`src/include/ball_defines.svh`:
```
//**************************************************************************
// constants shared by the cue ball motion engine
// include wherever a width, field size or friction value is needed
//**************************************************************************
`ifndef BALL_DEFINES_SVH
`define BALL_DEFINES_SVH

// fixed point position, 1/64 pixel resolution
`define BALL_FRAC_BITS      6
`define BALL_PIXEL_W        12
`define BALL_POS_W          (`BALL_PIXEL_W + `BALL_FRAC_BITS)

// speeds are in 1/64 pixel per frame
`define BALL_SPEED_W        16
`define BALL_SPEED_MAX      4095   // launch speed clamp

// external port widths
`define BALL_COORD_W        11
`define BALL_POWER_W        4

// table geometry in pixels
`define BALL_SIZE           32
`define CUSHION_MARGIN      30
`define FIELD_X_LIMIT       639
`define FIELD_Y_LIMIT       479
`define START_X             280
`define START_Y             185

// friction and cushion timing
`define FRICTION_STEP       3
`define STOP_SPEED          4
`define CUSHION_DEAD_FRAMES 3

`endif

```
`src/rtl/ball_pkg.sv`:
```
//**************************************************************************
// types for the cue ball motion engine
// imported by every module of the ball datapath
//**************************************************************************
`default_nettype none

`include "ball_defines.svh"

package ball_pkg;

	typedef logic signed [`BALL_SPEED_W-1:0] speed_t;
	typedef logic signed [`BALL_PIXEL_W-1:0] pixel_t;
	typedef logic signed [`BALL_POS_W-1:0]   pos_raw_t;

	// pixel and fraction view of a position word
	typedef struct packed {
		pixel_t                     pixel;
		logic [`BALL_FRAC_BITS-1:0] frac;
	} pos_parts_t;

	// raw is used for the per frame add, part for the display side
	typedef union packed {
		pos_raw_t   raw;
		pos_parts_t part;
	} pos_fixed_u;

	typedef struct packed {
		pos_fixed_u pos;
		speed_t     speed;
	} axis_state_t;

	typedef struct packed {
		logic   valid;   // one cycle launch strobe
		speed_t x_speed;
		speed_t y_speed;
	} shot_t;

	typedef struct packed {
		logic pocket;
		logic fast_gift;
		logic slow_gift;
	} ball_events_t;

	typedef struct packed {
		logic x_en;
		logic y_en;
	} decel_t;

	// magnitude of a speed, unsigned so the most negative value still fits
	function automatic logic [`BALL_SPEED_W-1:0] speed_abs(input speed_t s);
		return s[`BALL_SPEED_W-1] ? -s : s;
	endfunction

endpackage

`default_nettype wire

```
`src/rtl/ball_axis.sv`:
```
//**************************************************************************
// position and speed of the ball along one axis
// instance once per axis with its own start spot and field limit
//**************************************************************************
`timescale 1ns/10ps
`default_nettype none

`include "ball_defines.svh"

module ball_axis import ball_pkg::*; #(
	parameter int START_POS   = `START_X,
	parameter int FIELD_LIMIT = `FIELD_X_LIMIT
) (
	input  logic         clk,
	input  logic         resetN,
	input  logic         start_of_frame,
	input  ball_events_t events,
	input  speed_t       shot_speed,
	input  logic         shot_valid,
	input  logic         decel_en,
	output axis_state_t  state
);

	localparam int FIX_ONE   = 1 << `BALL_FRAC_BITS;
	localparam int START_RAW = START_POS * FIX_ONE;
	localparam int LOW_EDGE  = `CUSHION_MARGIN * FIX_ONE;
	// top left corner limit, so the far edge of the ball is what touches
	localparam int HIGH_EDGE = (FIELD_LIMIT - `CUSHION_MARGIN - `BALL_SIZE) * FIX_ONE;
	localparam int CNT_W     = $clog2(`CUSHION_DEAD_FRAMES + 1);
	localparam int EXT_W     = `BALL_POS_W - `BALL_SPEED_W;

	axis_state_t              state_q;
	logic                     blocked;    // cushion blocked after a bounce
	logic [CNT_W-1:0]         dead_cnt;   // frames since the bounce
	logic [`BALL_SPEED_W-1:0] speed_mag;
	pos_raw_t                 speed_ext;
	speed_t                   speed_fric;
	speed_t                   speed_half;
	logic                     at_cushion;
	logic                     bounce;

	always_comb begin
		speed_mag = speed_abs(state_q.speed);
		speed_ext = {{EXT_W{state_q.speed[`BALL_SPEED_W-1]}}, state_q.speed};

		// friction result for the frame pulse
		if (speed_mag <= `STOP_SPEED) begin
			speed_fric = '0;
		end else if (!decel_en) begin
			speed_fric = state_q.speed;
		end else if (state_q.speed[`BALL_SPEED_W-1]) begin
			speed_fric = state_q.speed + speed_t'(`FRICTION_STEP);
		end else begin
			speed_fric = state_q.speed - speed_t'(`FRICTION_STEP);
		end

		// adding the sign bit first makes the shift round toward zero
		speed_half = (state_q.speed + speed_t'(state_q.speed[`BALL_SPEED_W-1])) >>> 1;

		at_cushion = (state_q.pos.raw <= LOW_EDGE) || (state_q.pos.raw >= HIGH_EDGE);
		bounce     = at_cushion && !blocked && !events.pocket && !start_of_frame &&
			!shot_valid && !events.slow_gift && !events.fast_gift;
	end

	// update priority: pocket, frame, shot, slow gift, fast gift, bounce
	always_ff @(posedge clk or negedge resetN) begin
		if (!resetN) begin
			state_q.pos.raw <= pos_raw_t'(START_RAW);
			state_q.speed   <= '0;
		end else if (events.pocket) begin
			state_q.pos.raw <= pos_raw_t'(START_RAW);   // back to the spot
			state_q.speed   <= '0;
		end else if (start_of_frame) begin
			state_q.pos.raw <= state_q.pos.raw + speed_ext;
			state_q.speed   <= speed_fric;
		end else if (shot_valid) begin
			state_q.speed <= shot_speed;
		end else if (events.slow_gift) begin
			state_q.speed <= speed_half;
		end else if (events.fast_gift) begin
			state_q.speed <= state_q.speed <<< 1;
		end else if (bounce) begin
			state_q.speed <= -state_q.speed;
		end
	end

	// cushion block, released on the frame pulse that completes the count
	always_ff @(posedge clk or negedge resetN) begin
		if (!resetN) begin
			blocked  <= 1'b0;
			dead_cnt <= '0;
		end else if (bounce) begin
			blocked  <= 1'b1;
			dead_cnt <= '0;
		end else if (blocked && start_of_frame) begin
			if (dead_cnt == CNT_W'(`CUSHION_DEAD_FRAMES - 1)) begin
				blocked  <= 1'b0;
				dead_cnt <= '0;
			end else begin
				dead_cnt <= dead_cnt + 1'b1;
			end
		end
	end

	assign state = state_q;

endmodule

`default_nettype wire

```
`src/rtl/ball_status.sv`:
```
//**************************************************************************
// output stage of the ball engine
// pixel position, registered speeds and the moving flag
//**************************************************************************
`timescale 1ns/10ps
`default_nettype none

`include "ball_defines.svh"

module ball_status import ball_pkg::*; (
	input  logic        clk,
	input  logic        resetN,
	input  axis_state_t x_state,
	input  axis_state_t y_state,
	output pixel_t      pos_x,
	output pixel_t      pos_y,
	output speed_t      speed_x,
	output speed_t      speed_y,
	output logic        moving
);

	// integer pixel of the fixed point position
	assign pos_x = x_state.pos.part.pixel;
	assign pos_y = y_state.pos.part.pixel;

	always_ff @(posedge clk or negedge resetN) begin
		if (!resetN) begin
			speed_x <= '0;
			speed_y <= '0;
			moving  <= 1'b0;
		end else begin
			speed_x <= x_state.speed;
			speed_y <= y_state.speed;
			moving  <= (x_state.speed != '0) || (y_state.speed != '0);   // tracks speed_x/y
		end
	end

endmodule

`default_nettype wire

```
`src/rtl/cue_shot.sv`:
```
//**************************************************************************
// cue shot launcher
// turns a hit request into registered X and Y launch speeds with a valid strobe
//**************************************************************************
`timescale 1ns/10ps
`default_nettype none

`include "ball_defines.svh"

module cue_shot import ball_pkg::*; (
	input  logic                     clk,
	input  logic                     resetN,
	input  logic                     hit,
	input  logic                     can_cont,
	input  logic [`BALL_COORD_W-1:0] cursor_x,
	input  logic [`BALL_COORD_W-1:0] cursor_y,
	input  logic [`BALL_POWER_W-1:0] power,
	input  pixel_t                   ball_x,
	input  pixel_t                   ball_y,
	output shot_t                    shot
);

	localparam int PROD_W = `BALL_PIXEL_W + `BALL_POWER_W + 2;

	logic                          req_level_q;   // previous request level
	logic                          req_q;         // rising edge of the request
	logic signed [`BALL_PIXEL_W:0] dx_d, dy_d;
	logic signed [`BALL_PIXEL_W:0] dx_q, dy_q;
	logic [`BALL_POWER_W-1:0]      power_q;
	logic signed [PROD_W-1:0]      prod_x, prod_y;
	logic                          shot_valid_q;
	speed_t                        shot_x_q, shot_y_q;

	function automatic speed_t sat_speed(input logic signed [PROD_W-1:0] p);
		if (p > `BALL_SPEED_MAX) begin
			return speed_t'(`BALL_SPEED_MAX);
		end
		if (p < -`BALL_SPEED_MAX) begin
			return speed_t'(-`BALL_SPEED_MAX);
		end
		return speed_t'(p);
	endfunction

	// distance from cursor to ball, one extra bit for the sign
	assign dx_d = $signed({ball_x[`BALL_PIXEL_W-1], ball_x}) - $signed({2'b00, cursor_x});
	assign dy_d = $signed({ball_y[`BALL_PIXEL_W-1], ball_y}) - $signed({2'b00, cursor_y});

	assign prod_x = dx_q * $signed({1'b0, power_q});
	assign prod_y = dy_q * $signed({1'b0, power_q});

	always_ff @(posedge clk or negedge resetN) begin
		if (!resetN) begin
			req_level_q  <= 1'b0;
			req_q        <= 1'b0;
			shot_valid_q <= 1'b0;
		end else begin
			req_level_q  <= hit && can_cont;
			req_q        <= hit && can_cont && !req_level_q;   // one shot per press
			shot_valid_q <= req_q;
		end
	end

	always_ff @(posedge clk) begin
		dx_q    <= dx_d;
		dy_q    <= dy_d;
		power_q <= power;
		if (req_q) begin
			shot_x_q <= sat_speed(prod_x);
			shot_y_q <= sat_speed(prod_y);
		end
	end

	assign shot = '{valid: shot_valid_q, x_speed: shot_x_q, y_speed: shot_y_q};

endmodule

`default_nettype wire

```
`src/rtl/friction_balance.sv`:
```
//**************************************************************************
// friction selection between the two axes
// only the faster axis slows down so both axes come to rest together
//**************************************************************************
`timescale 1ns/10ps
`default_nettype none

`include "ball_defines.svh"

module friction_balance import ball_pkg::*; (
	input  logic   clk,
	input  logic   resetN,
	input  speed_t x_speed,
	input  speed_t y_speed,
	output decel_t decel
);

	logic [`BALL_SPEED_W-1:0] x_mag;
	logic [`BALL_SPEED_W-1:0] y_mag;

	assign x_mag = speed_abs(x_speed);
	assign y_mag = speed_abs(y_speed);

	always_ff @(posedge clk or negedge resetN) begin
		if (!resetN) begin
			decel.x_en <= 1'b1;
			decel.y_en <= 1'b1;
		end else begin
			// equal magnitudes enable both
			decel.x_en <= (x_mag >= y_mag);
			decel.y_en <= (y_mag >= x_mag);
		end
	end

endmodule

`default_nettype wire

```
`src/rtl/white_ball_motion.sv`:
```
//**************************************************************************
// cue ball motion engine top level
// shot launch, friction, cushion bounce, pocket return and speed gifts
//**************************************************************************
`timescale 1ns/10ps
`default_nettype none

`include "ball_defines.svh"

module white_ball_motion import ball_pkg::*; (
	input  logic                     clk,
	input  logic                     resetN,
	input  logic                     start_of_frame,   // one pulse per video frame
	input  logic                     hit,
	input  logic                     can_cont,
	input  logic [`BALL_COORD_W-1:0] cursor_x,
	input  logic [`BALL_COORD_W-1:0] cursor_y,
	input  logic [`BALL_POWER_W-1:0] power,
	input  logic                     pocket,
	input  logic                     fast_gift,
	input  logic                     slow_gift,
	output pixel_t                   pos_x,
	output pixel_t                   pos_y,
	output speed_t                   speed_x,
	output speed_t                   speed_y,
	output logic                     moving
);

	shot_t        shot;
	ball_events_t events;
	decel_t       decel;
	axis_state_t  x_state;
	axis_state_t  y_state;

	assign events = '{pocket: pocket, fast_gift: fast_gift, slow_gift: slow_gift};

	cue_shot u_cue_shot (
		.clk      (clk),
		.resetN   (resetN),
		.hit      (hit),
		.can_cont (can_cont),
		.cursor_x (cursor_x),
		.cursor_y (cursor_y),
		.power    (power),
		.ball_x   (x_state.pos.part.pixel),
		.ball_y   (y_state.pos.part.pixel),
		.shot     (shot)
	);

	friction_balance u_friction (
		.clk     (clk),
		.resetN  (resetN),
		.x_speed (x_state.speed),
		.y_speed (y_state.speed),
		.decel   (decel)
	);

	ball_axis #(
		.START_POS   (`START_X),
		.FIELD_LIMIT (`FIELD_X_LIMIT)
	) u_axis_x (
		.clk            (clk),
		.resetN         (resetN),
		.start_of_frame (start_of_frame),
		.events         (events),
		.shot_speed     (shot.x_speed),
		.shot_valid     (shot.valid),
		.decel_en       (decel.x_en),
		.state          (x_state)
	);

	ball_axis #(
		.START_POS   (`START_Y),
		.FIELD_LIMIT (`FIELD_Y_LIMIT)
	) u_axis_y (
		.clk            (clk),
		.resetN         (resetN),
		.start_of_frame (start_of_frame),
		.events         (events),
		.shot_speed     (shot.y_speed),
		.shot_valid     (shot.valid),
		.decel_en       (decel.y_en),
		.state          (y_state)
	);

	ball_status u_status (
		.clk     (clk),
		.resetN  (resetN),
		.x_state (x_state),
		.y_state (y_state),
		.pos_x   (pos_x),
		.pos_y   (pos_y),
		.speed_x (speed_x),
		.speed_y (speed_y),
		.moving  (moving)
	);

endmodule

`default_nettype wire

```
`config.mk`:
```
export PLATFORM = sky130hd
export DESIGN_NAME = white_ball_motion
export DESIGN_NICKNAME = d
export VERILOG_FILES = /design/src/rtl/ball_pkg.sv /design/src/rtl/ball_axis.sv /design/src/rtl/ball_status.sv /design/src/rtl/cue_shot.sv /design/src/rtl/friction_balance.sv /design/src/rtl/white_ball_motion.sv
export VERILOG_INCLUDE_DIRS = /design/src /design/src/include
export SDC_FILE = /design/constraint.sdc
export NUM_CORES = 1
export LEC_CHECK = 0
export BUFFER_PORTS_ARGS = -buffer_cell sky130_fd_sc_hd__buf_4
export CAP_MARGIN = 20
export CELL_PAD_IN_SITES_DETAIL_PLACEMENT = 0
export CELL_PAD_IN_SITES_GLOBAL_PLACEMENT = 2
export CORE_UTILIZATION = 35
export CTS_CLUSTER_SIZE = 16
export DETAILED_ROUTE_END_ITERATION = 6
export GPL_ROUTABILITY_DRIVEN = 0
export PLACE_DENSITY_LB_ADDON = 0.2
export SLEW_MARGIN = 10
export SYNTH_ARGS = -nofsm -noshare
export SYNTH_HDL_FRONTEND = slang
export SYNTH_SLANG_ARGS = --single-unit
```
`constraint.sdc`:
```
create_clock -name clk -period 5.15 [get_ports clk]
set_input_delay 1.03 -clock clk [delete_from_list [all_inputs] [get_ports clk]]
set_output_delay 1.03 -clock clk [all_outputs]
set_load 0.01 [all_outputs]
```
# Word level (Yosys, flattened, before mapping)
# Cells that the tools add are included.
# Widths: inputs -> output; s select.
classes:
  mul: 2
  eq_ne: 4
  reduce_logical: 40
  mux: 52
  n_lt_le_gt_ge: 12
  n_addsub: 14
op_table:
  columns: ["op", "n"]
  rows:
  - ["$mux 16", 26]
  - ["$mux 34", 2]
  - ["$add 18x16->18", 2]
  - ["$gt 18x13->1 const B", 2]
  - ["$le 18x12->1 const B", 2]
  - ["$lt 18x13->1 const B", 2]
  - ["$mul 13x5->18", 2]
  - ["$mux 18", 2]
  - ["$add 16x1->16", 2]
  - ["$add 16x3->16 const B", 2]
  - ["$ge 16x16->1", 2]
  - ["$le 16x3->1 const B", 2]
  - ["$neg 16->16", 2]
  - ["$reduce_bool 16->1", 2]
  - ["$sub 16x3->16 const B", 2]
  - ["$sub 12x12->13", 2]
  - ["$ge 18x16->1 const B", 1]
  - ["$ge 18x17->1 const B", 1]
  - ["$logic_and 1x1->1", 16]
  - ["$mux 1", 16]
  - ["$mux 2", 6]
  - ["$reduce_bool 6->1", 2]
  - ["$reduce_bool 2->1", 5]
  - ["$logic_not 1->1", 8]
  - ["other kinds (5)", 13]
totals:
  in_bits: 34
  reg_bits: 174
  word_cells: 145
  out_inout_bits: 57

# Depth between registers and ports, before layout
# Gate-level depths: netlist (run 1).
depth:
  depth_word: 14
  depth_mapped: 18
  ltp_nobuf: 16

# By module
# Synthesis (run 1) repeated with hierarchy kept, for this count alone.
hier_totals:
  cells_unflattened: 2253
  area_unflattened_um2: 18979.5
modules_own_cells:
  columns: ["module", "area_per_inst_um2", "cells_per_inst", "seq_area_each_um2", "instances"]
  rows:
  - ["cue_shot", 7377.1, 830, 1636.6, 1]
  - ["ball_axis (u_axis_y)", 4797.1, 618, 932.1, 1]
  - ["ball_axis (u_axis_x)", 4715.8, 604, 929.6, 1]
  - ["ball_status", 1081.0, 68, 825.8, 1]
  - ["friction_balance", 1008.5, 133, 52.6, 1]

# Worst setup path after synthesis (run 1)
# OpenSTA, ideal clock, no wires.
synth_timing:
  path_kind: "flip-flop to flip-flop"
  start: "register u_cue_shot.power_q[2]"
  end: "register u_cue_shot.shot_x_q[11] (data pin)"
  arrival_time_ns: 4.804
  path_slack_ns: 0.092
  setup_ns: 0.255
  stages_incl_launch_ff: 19
  path_buffers: 2
  t_required_ns: 4.895
  synth_period_minus_slack_ns: 5.058
  path_cell_list: "dfxtp_1 clkbuf_1 and2_1 ha_1 fa_1 inv_1 fa_1 inv_1 ha_1 and3_1 a221o_1 o2111ai_1 nand2_1 a221o_1 o22a_1 o311ai_0 a21o_1 clkbuf_1 a21bo_2"
synth_between:
  elab_chain_len: 7
  word_cells_on_any_way: 11
  classes_between: "mul (1); order compare (2); mux (8)"
synth_rtl:
  columns: ["item", "line", "source"]
  rows:
  - ["from (decl)", "cue_shot.sv:29", "logic [`BALL_POWER_W-1:0] power_q;"]
  - ["from (signal assigned)", "cue_shot.sv:66", "power_q <= power;"]
  - ["$mul 13x5->18 *", "cue_shot.sv:48", "assign prod_x = dx_q * $signed({1'b0, power_q});"]
  - ["$lt 18x13->1 (no line)", null, null]
  - ["$mux 1 (2 in series)", "cue_shot.sv:38", "if (p < -`BALL_SPEED_MAX) begin"]
  - ["$mux 1", "cue_shot.sv:67", "if (req_q) begin"]
  - ["$mux 16", "cue_shot.sv:41", "return speed_t'(p);"]
  - ["$mux 16 *", "cue_shot.sv:38", null]
  - ["to (signal assigned)", "cue_shot.sv:68", "shot_x_q <= sat_speed(prod_x);"]
  - ["to (decl)", "cue_shot.sv:32", "speed_t shot_x_q, shot_y_q;"]
# Every way passes the cells marked *; elsewhere a longest branch is shown, timed or not. The select of a mux whose other input is x is not followed.
# A chain may end at the register's enable or synchronous reset.

# Final worst setup path (run 1)
layout_timing:
  start: "register u_cue_shot.power_q[2]"
  end: "register u_cue_shot.shot_x_q[0] (data pin)"
# Same word-level chain as after synthesis.

==> results.md, run 1 <==
* Post-synthesis sequential area ratio at 0.243
* Worst-margin pin slew at 0.994 ns
* Dominant register cell in the synthesized netlist: dfrtp_1
* H-tree Lvls at 4
* Worst Setup EP: u_cue_shot.shot_x_q[0]$_SDFFCE_PP1P_
* Crit end category: register
* Final worst path period share at 0.963
* Reg-to-Reg End: u_cue_shot.shot_x_q[0]$_SDFFCE_PP1P_
* Fmax at 202 MHz
* Setup slack, reg-to-reg at 0.19 ns
* DRC violation total after the first TritonRoute iteration at 1117
* Initial antenna violation count at 0
* Setup crit start: u_cue_shot.power_q[2]$_DFF_P_
* Max clock buf depth at 2
* Die height at 229 µm
* Average size of a mapped cell at 8.30 µm²
* Vias per inst at 5.38
* Yosys warnings at 0
* Count of cell types in the netlist at 91
* Req. time, crit path at 5.41 ns
* First-pass GRT wire length at 87500 µm
* Synthesis-stage register bit count at 174
* Min-delay worst type: reg2reg
* Gr usage total at 0.215
* Post-DP HPWL at 41400 µm
* Critical path type: reg2reg
* Fill cells at 5251
* CTS Buf Count at 17
* Via count at 15541
* Drt total wl at 55500 µm
* Fin. Hold Viols at 0
* Worst skew pair latency at 0.51 ns
* Area of the core at 50500 µm²
* FF/Latch Area at 4380 µm²
* Clock skew at 0.0165 ns
* Largest net degree at the start of global routing at 75
* Share of layout cells above drive strength 1 at 0.100
* Nets@finish at 2497
* Endpoints failing setup at 0
* Critical Path Start Type: register
* RSZ-0062 raised after global routing: no
* Ys async rst share at 0.644
* Final Max Tran Viols at 0
* Max_cap viols at 0
* Arrival @ worst endpoint at 5.22 ns
* Multi-input gate area at 12300 µm²
* GRT Residual Overflow at 0
* Die X at 229 µm
* Initial Utilization at 0.357
* Routed wire per std cell at 19.2 µm
* Slew HR at 0.336
* TritonCTS clock tree: done
* Die footprint at 52400 µm²
* Design area at 20000 µm²
* Residual DRC at 0
* Dpl cell area at 19300 µm²
* Worst setup margin at 0.191 ns
* Vias in the first global route at 15120
* Clock-pin slew on the worst setup and hold paths at 0.08 ns
* Routed Antenna Nets at 0
* Syn_nets at 2467
* Peak fanout along the critical path at 11
* Final min period at 4.96 ns
* Layout area overhead at 10.9%
* Pre-CTS setup slack at 0.109 ns
* Root buffer cell: clkbuf_16
* Drt first pass iters at 7
* R2R depth at 17
* Setup TNS at 0 ns
* Clock sink count at 174
* Ports at 91
* Reg-to-reg critical path startpoint: u_cue_shot.power_q[2]$_DFF_P_
* Cell count after synthesis at 2171
* Status: complete, no violations
* Post-cts hold buffer count at 0
* Ant. Diodes at 0
* Synth Cell Area at 18000 µm²
* Row count at 82
* Post-synth EDFFs at 32
* Port bufs at 90
what timing repair did:
item / CTS / global route
buffers inserted: 0 / 1
setup endpoints to repair: 0 / 24
endpoints found under the hold margin: 0 / 0
resized for setup: 0 / 15
metal layers:
layer	routed length, µm	track usage	vias to the layer above
met5	0	0	-
met4	1030	0.0596	0
met3	2150	0.0342	60
met2	25100	0.341	323
met1	27300	0.301	7498
li1	-	-	7660
cell usage in the layout (no fill, tap or decap), drive strengths merged, types with 14 or more instances in the layout:
master and count:
buf 141, and2 80, a211oi 24, fa 62
mux2i 23, inv 220, or3 20, nand2 154
nor4 17, nor2b 23, a31oi 25, o21a 21
o211ai 18, nor2 165, o21bai 15, nand3 28
a21o 23, nor3 56, ha 200, xor2 45
nand2b 27, dfxtp 30, edfxtp 32, o31ai 14
o21ai 147, clkbuf 18, dfrtp 102, a21oi 149
xnor2 99
cell usage after synthesis, types with 8 or more instances:
master / count / area, µm²
nand2_1: 154 / 578
a22oi_1: 9 / 67.6
o21bai_1: 15 / 113
ha_1: 200 / 2500
a2bb2oi_1: 11 / 96.3
inv_1: 214 / 803
o211ai_1: 18 / 135
or2_2: 10 / 62.6
edfxtp_1: 32 / 961
nand3_1: 27 / 135
o41ai_1: 8 / 70.1
o311ai_0: 8 / 70.1
a31oi_1: 25 / 156
xnor2_1: 99 / 867
nor4_1: 16 / 100
nor2b_1: 23 / 144
nand2b_1: 27 / 169
o21ai_0: 145 / 726
nor2_1: 165 / 619
nor3_1: 55 / 275
or3_1: 19 / 119
nand4_1: 13 / 81.3
fa_1: 62 / 1240
buf_4: 24 / 180
clkbuf_1: 86 / 323
buf_2: 11 / 55.1
buf_1: 9 / 33.8
dfrtp_1: 102 / 2550
dfxtp_1: 30 / 601
o21a_1: 21 / 158
a21o_1: 23 / 173
or4_1: 9 / 67.6
dfstp_2: 10 / 263
a21boi_0: 12 / 90.1
o31ai_1: 14 / 105
xor2_1: 45 / 394
a211oi_1: 24 / 180
and2_1: 79 / 494
nor3b_1: 8 / 60.1
a21oi_1: 149 / 746
a221oi_1: 9 / 78.8
and3_1: 10 / 62.6
mux2i_1: 23 / 230
registers in the layout, summed over array words and instances (netlist names), 2 cells and up:
name	flops
u_axis_x.dead_cnt	2
u_axis_x.state	34
u_axis_y.dead_cnt	2
u_axis_y.state	34
u_cue_shot.dx_q	13
u_cue_shot.dy_q	13
u_cue_shot.power_q	4
u_cue_shot.shot_x_q	16
u_cue_shot.shot_y_q	16
u_friction.decel	2
u_status.speed_x	16
u_status.speed_y	16
layout make-up:
type | count | share of cell area
Inverter | 215 | 0.0404
Clock buffer | 18 | 0.0220
Clock inverter | 14 | 0.00739
Sequential cell | 174 | 0.219
Timing Repair Buffer | 142 | 0.0539
Multi-Input combinational cell | 1651 | 0.615
Tap cell | 672 | 0.0421
critical path, cell delays in order (launching register included):
cell and delay (ns):
dfxtp_1 0.35, buf_4 0.18, and2_1 0.14, ha_1 0.31
fa_1 0.53, inv_1 0.05, fa_1 0.52, inv_1 0.04
ha_1 0.31, nand3_1 0.08, o221ai_1 0.34, o21ai_0 0.17
a22o_1 0.26, or3_1 0.35, nand3_1 0.08, or4b_2 0.63
nand2b_1 0.17, a22o_1 0.17
through the flow:
step | hold WS (ns) | util | std cells
floorplan | 0.378 | - | 2171
global placement | 0.384 | 0.383 | 2852
detailed placement | 0.385 | 0.383 | 2852
CTS | 0.396 | 0.394 | 2884
global route | 0.401 | 0.396 | 2886
finish | 0.399 | 0.396 | 2886
how the worst min path moves through the flow:
| stage | from | end | cells after the start |
|---|---|---|---|
| 6_report | u_cue_shot.req_level_q$_DFF_PN0_ | u_cue_shot.req_q$_DFF_PN0_ | 1 |
| 3_5_place_dp | u_cue_shot.req_level_q$_DFF_PN0_ | u_cue_shot.req_q$_DFF_PN0_ | 1 |
| 5_1_grt | u_cue_shot.req_level_q$_DFF_PN0_ | u_cue_shot.req_q$_DFF_PN0_ | 1 |
| 3_3_place_gp | u_cue_shot.req_level_q$_DFF_PN0_ | u_cue_shot.req_q$_DFF_PN0_ | 1 |
| 4_1_cts | u_cue_shot.req_level_q$_DFF_PN0_ | u_cue_shot.req_q$_DFF_PN0_ | 1 |
| 2_1_floorplan | u_cue_shot.req_level_q$_DFF_PN0_ | u_cue_shot.req_q$_DFF_PN0_ | 1 |
logic make-up after synthesis:
family / after synthesis / share of synthesized area
mux: 27 / 0.0153
compound gates: 573 / 0.206
fa+ha+maj: 262 / 0.208
xor+xnor: 144 / 0.0700
simple gates: 645 / 0.180
flops: 174 / 0.243
buf+inv: 346 / 0.0782
Power of run 1 is not shown: default switching activity piles up to over one toggle a cycle in this logic, so the estimate is an artifact.
==> run 2, diff against run 1 <==
CORE_UTILIZATION = 36   (was 35)
SYNTH_HIERARCHICAL = 1   (was not set)
==> results.md, run 2 <==
* Min-delay worst type: reg2reg
* Die height at 232 µm
* Synth area leader: dfrtp_1
* Arrival @ worst endpoint at 5.04 ns
* CP max stage delay at 0.54 ns
* Yosys warnings at 6
* Ports at 91
* TritonCTS clock tree: done
* Max clock buf depth at 2
* Most frequent cell after synthesis: inv_1
* Residual DRC at 0
* Die footprint at 53600 µm²
* Drt first pass iters at 5
* Vias per inst at 5.59
* Final min period at 4.79 ns
* Layout area overhead at 10.2%
* Gr usage total at 0.219
* Routed wire per std cell at 19.4 µm
* Setup TNS at 0 ns
* Hold_sp: u_cue_shot/req_level_q$_DFF_PN0_
* Area of the core at 51700 µm²
* Via count at 16696
* Post-cts hold buffer count at 0
* Die X at 232 µm
* WHS Path Cells at 1
* Hold EP: u_cue_shot/req_q$_DFF_PN0_
* Synth Area in Simple Gates at 0.196
* FF/Latch Area at 4380 µm²
* Reg-to-reg critical path startpoint: u_cue_shot/power_q[2]$_DFF_P_
* R2R depth at 16
* Root buffer cell: clkbuf_16
* Clock sink count at 174
* Drt total wl at 58100 µm
* Critical Path Start Type: register
* Largest family of logic cells by synthesized area: compound AO/OA/AOI/OAI gates
* CP Cell Sequence: buf_4 -> and2_1 -> ha_1 -> fa_1 -> inv_1 -> fa_1 -> inv_1 -> ha_1 -> o21ai_1 -> o21ba_1 -> or4_4 -> a2111oi_2 -> a41oi_1 -> nand4bb_2 -> nor2b_4 -> nor2_1
* Dominant register cell in the synthesized netlist: dfrtp_1
* Top post-synthesis cells by area: dfrtp_1 (13%), ha_1 (13%), fa_1 (6.5%), edfxtp_1 (5.1%), xnor2_1 (4.6%)
* DRC violation total after the first TritonRoute iteration at 1102
* Count of cell types in the netlist at 108
* GRT Residual Overflow at 0
* Clock skew at 0.0181 ns
* Critical Path Slowest Stage Cell: fa_1
* Adder-cell share of the synthesized area at 0.197
* Worst skew pair latency at 0.50 ns
* Post-synthesis compound-gate area fraction at 0.217
* Worst-margin pin slew at 0.887 ns
* Nets@finish at 2590
* Synth Cell Area at 19000 µm²
* CTS Buf Count at 17
* Most frequent cells in the layout: inv_1 (217), ha_1 (200), nor2_1 (157), buf_4 (138), a21oi_1 (138)
* Cell count after synthesis at 2253
* Largest net degree at the start of global routing at 78
* First-pass GRT wire length at 91600 µm
* Syn_nets at 2549
* Average size of a mapped cell at 8.42 µm²
* Initial antenna violation count at 1
* Reg-to-Reg End: u_cue_shot/shot_x_q[1]$_SDFFCE_PN1P_
* Post-Synth XOR/XNOR Area at 0.0655
* Ant. Diodes at 0
* Initial Utilization at 0.367
* Synth top area share at 0.134
* Crit end category: register
* RSZ-0062 raised after global routing: no
* Peak fanout along the critical path at 26
* Status: complete, no violations
* Max_cap viols at 0
* Fin. Hold Viols at 0
* Post-DP HPWL at 43600 µm
* Endpoints failing setup at 0
* Post-synthesis mux area share at 0.0182
* Slew HR at 0.401
* Req. time, crit path at 5.40 ns
* Vias in the first global route at 16262
* Routed Antenna Nets at 0
* Multi-input gate area at 13200 µm²
* Port bufs at 90
* Row count at 83
* Critical path type: reg2reg
* H-tree Lvls at 4
* Fill cells at 5350
* Final Max Tran Viols at 0
* Ys async rst share at 0.644
* Clock-pin slew on the worst setup and hold paths at 0.08 ns
* Setup slack, reg-to-reg at 0.36 ns
* Post-synth EDFFs at 32
* Most common cell after layout, fill and taps aside: inv_1
* Post-synthesis sequential area ratio at 0.231
* Commonest cells in the netlist: inv_1 (217), ha_1 (200), nor2_1 (157), a21oi_1 (138), nand2_1 (125)
* Fmax at 209 MHz
* Final worst path period share at 0.931
* Synthesis-stage register bit count at 174
* Share of layout cells above drive strength 1 at 0.106
## run 2: worst max path at each step
stage                                        from                                    to  slack (ns)  depth (start not counted)
finish              u_cue_shot/power_q[2]$_DFF_P_  u_cue_shot/shot_x_q[1]$_SDFFCE_PN1P_        0.36                         16
global route        u_cue_shot/power_q[2]$_DFF_P_  u_cue_shot/shot_x_q[1]$_SDFFCE_PN1P_        0.05                         16
CTS                 u_cue_shot/power_q[2]$_DFF_P_  u_cue_shot/shot_x_q[9]$_SDFFCE_PN1P_        0.19                         16
detailed placement  u_cue_shot/power_q[2]$_DFF_P_  u_cue_shot/shot_x_q[9]$_SDFFCE_PN1P_        0.20                         16
global placement    u_cue_shot/power_q[2]$_DFF_P_  u_cue_shot/shot_x_q[9]$_SDFFCE_PN1P_        0.24                         15
floorplan           u_cue_shot/power_q[2]$_DFF_P_  u_cue_shot/shot_x_q[4]$_SDFFCE_PN1P_        0.63                         17
## run 2: kinds of logic after synthesis
logic type               count (synthesis)
AND/OR/NAND/NOR                        706
adder cells (fa/ha/maj)                262
XOR/XNOR                               139
buffers and inverters                  337
multiplexers                            34
flip-flops                             174
AO/OA/AOI/OAI                          601
## run 2: layer usage
layer  global-route usage  routed length [µm]  vias up
li1                     -                   -     8146
met1                0.309               28700     8093
met2                0.336               25500      391
met3               0.0417                2770       66
met4               0.0660                1100        0
met5                    0                   0        -
## run 2: worst max-delay path: cells and delay by family (launching register included)
kind                     cells  cell delay, ns
flip-flops                   1            0.30
AND/OR/NAND/NOR              5            1.18
AO/OA/AOI/OAI                4            0.98
adder cells (fa/ha/maj)      4            1.79
buffers and inverters        3            0.29
## run 2: area by class of cell
cell class | count | share of cell area
inverters | 218 | 0.0391
flip-flops and latches | 174 | 0.209
clock buffers | 17 | 0.0203
multi-input cells | 1742 | 0.631
well taps | 680 | 0.0407
repair buffers | 141 | 0.0520
clock inverters | 15 | 0.00766
## run 2: through the flow
stage	utilization	setup slack [ns]	area, µm²	cells	hold slack (ns)
6_report	0.404	0.356	20900	2987	0.420
5_1_grt	0.404	0.0485	20900	2987	0.418
4_1_cts	0.404	0.191	20900	2984	0.423
3_5_place_dp	0.392	0.202	20300	2952	0.403
3_3_place_gp	0.392	0.241	20300	2952	0.386
2_1_floorplan	-	0.632	19000	2253	0.378
## run 2: what timing repair did
action,in CTS,in global routing
gates resized for setup,0,4
buffers inserted,0,3
endpoints found under the setup margin,0,24
Power of run 2 is left out for the same reason.
==> run 3, diff against run 2 <==
PLACE_DENSITY_LB_ADDON = 0.1   (was 0.2)
==> results.md, run 3 (same netlist as run 2, synthesis figures left out) <==
* Status: complete, no violations
* Critical Path Start Type: register
* Initial Utilization at 0.367
* Die X at 232 µm
* Min-delay worst type: reg2reg
* Fmax at 207 MHz
* Setup TNS at 0 ns
* Initial antenna violation count at 0
* Die footprint at 53600 µm²
* Vias per inst at 5.51
* Post-cts hold buffer count at 0
* Fin. Hold Viols at 0
* H-tree Lvls at 4
* Ports at 91
* Largest net degree at the start of global routing at 76
* FF/Latch Area at 4380 µm²
* Drt first pass iters at 5
* Routed Antenna Nets at 0
* Port bufs at 90
* DRC violation total after the first TritonRoute iteration at 1175
* Final min period at 4.82 ns
* Drt total wl at 58100 µm
* Die height at 232 µm
* Post-DP HPWL at 44100 µm
* RSZ-0062 raised after global routing: no
* Arrival @ worst endpoint at 5.04 ns
* TritonCTS clock tree: done
* Gr usage total at 0.220
* Worst skew pair latency at 0.49 ns
* CTS Buf Count at 17
* Clock sink count at 174
* Multi-input gate area at 13200 µm²
* Via count at 16485
* Crit end category: register
* Critical path type: reg2reg
* GRT Residual Overflow at 0
* Residual DRC at 0
* Root buffer cell: clkbuf_16
* Max clock buf depth at 2
* Req. time, crit path at 5.37 ns
* Clock-pin slew on the worst setup and hold paths at 0.08 ns
* Most common cell after layout, fill and taps aside: inv_1
* Slew HR at 0.376
* Row count at 83
* Peak fanout along the critical path at 26
* Fill cells at 5273
* Share of layout cells above drive strength 1 at 0.109
* Final worst path period share at 0.937
* Endpoints failing setup at 0
* Final Max Tran Viols at 0
* Most frequent cells in the layout: inv_1 (217), ha_1 (200), nor2_1 (157), buf_4 (143), a21oi_1 (138)
* Worst-margin pin slew at 0.933 ns
* Area of the core at 51700 µm²
* Max_cap viols at 0
* Clock skew at 0.0151 ns
* Routed wire per std cell at 19.4 µm
* Layout area overhead at 10.3%
* Vias in the first global route at 15942
* Nets@finish at 2593
* First-pass GRT wire length at 91700 µm
-- run 3: layout make-up --
| class | count | area share |
|---|---|---|
| diodes | 1 | 0.000120 |
| well taps | 680 | 0.0406 |
| inverters | 218 | 0.0391 |
| flip-flops and latches | 174 | 0.209 |
| multi-input cells | 1742 | 0.631 |
| clock buffers | 20 | 0.0234 |
| repair buffers | 144 | 0.0518 |
| clock inverters | 12 | 0.00514 |
-- run 3: worst paths after layout --
check	to	depth (start not counted)	startpoint	slack, ns
max	u_cue_shot/shot_x_q[4]$_SDFFCE_PN1P_	16	u_cue_shot/power_q[2]$_DFF_P_	0.33
min	u_cue_shot/req_q$_DFF_PN0_	1	u_cue_shot/req_level_q$_DFF_PN0_	0.41
max reg2reg	u_cue_shot/shot_x_q[4]$_SDFFCE_PN1P_	16	u_cue_shot/power_q[2]$_DFF_P_	0.33
min reg2reg	u_cue_shot/req_q$_DFF_PN0_	1	u_cue_shot/req_level_q$_DFF_PN0_	0.41
max in group asynchronous	u_axis_y/state[22]$_DFFE_PN1P_	2	resetN	3.55
min in group asynchronous	u_axis_y/state[15]$_DFFE_PN0P_	1	resetN	0.54
-- run 3: stage by stage --
stage	cell area, µm²	utilization	setup WS (ns)	hold WS, ns	instances
after floorplan	19000	-	0.632	0.378	2253
after global placement	20300	0.393	0.230	0.385	2957
after detailed placement	20300	0.393	0.116	0.384	2957
after CTS	20900	0.404	0.0878	0.410	2989
after global routing	20900	0.405	0.0241	0.432	2990
final	20900	0.405	0.325	0.409	2991
-- run 3: routing by layer --
layer  GRT usage  part of all wire  up-vias
li1            -                 -     8160
met1       0.319              0.51     7987
met2       0.344              0.44      305
met3      0.0348             0.041       33
met4      0.0426            0.0097        0
met5           0                 0        -
-- run 3: timing repair --
item	4_1_cts	5_1_grt
buffers inserted	0	1
resized for setup	0	7
endpoints found under the setup margin	0	16
endpoints found under the hold margin	0	0
-- run 3: critical path, cell delays in order (launching register included) --
cell       delay (ns)
dfxtp_1          0.30
buf_4            0.20
and2_1           0.16
ha_1             0.32
fa_1             0.54
inv_1            0.05
fa_1             0.52
inv_1            0.04
ha_1             0.36
nand2_1          0.14
or4_1            0.57
o2111a_1         0.25
a311oi_1         0.37
and3b_1          0.24
nand4bb_2        0.19
nor2b_4          0.22
a21oi_1          0.06
Power of run 3 is left out for the same reason.
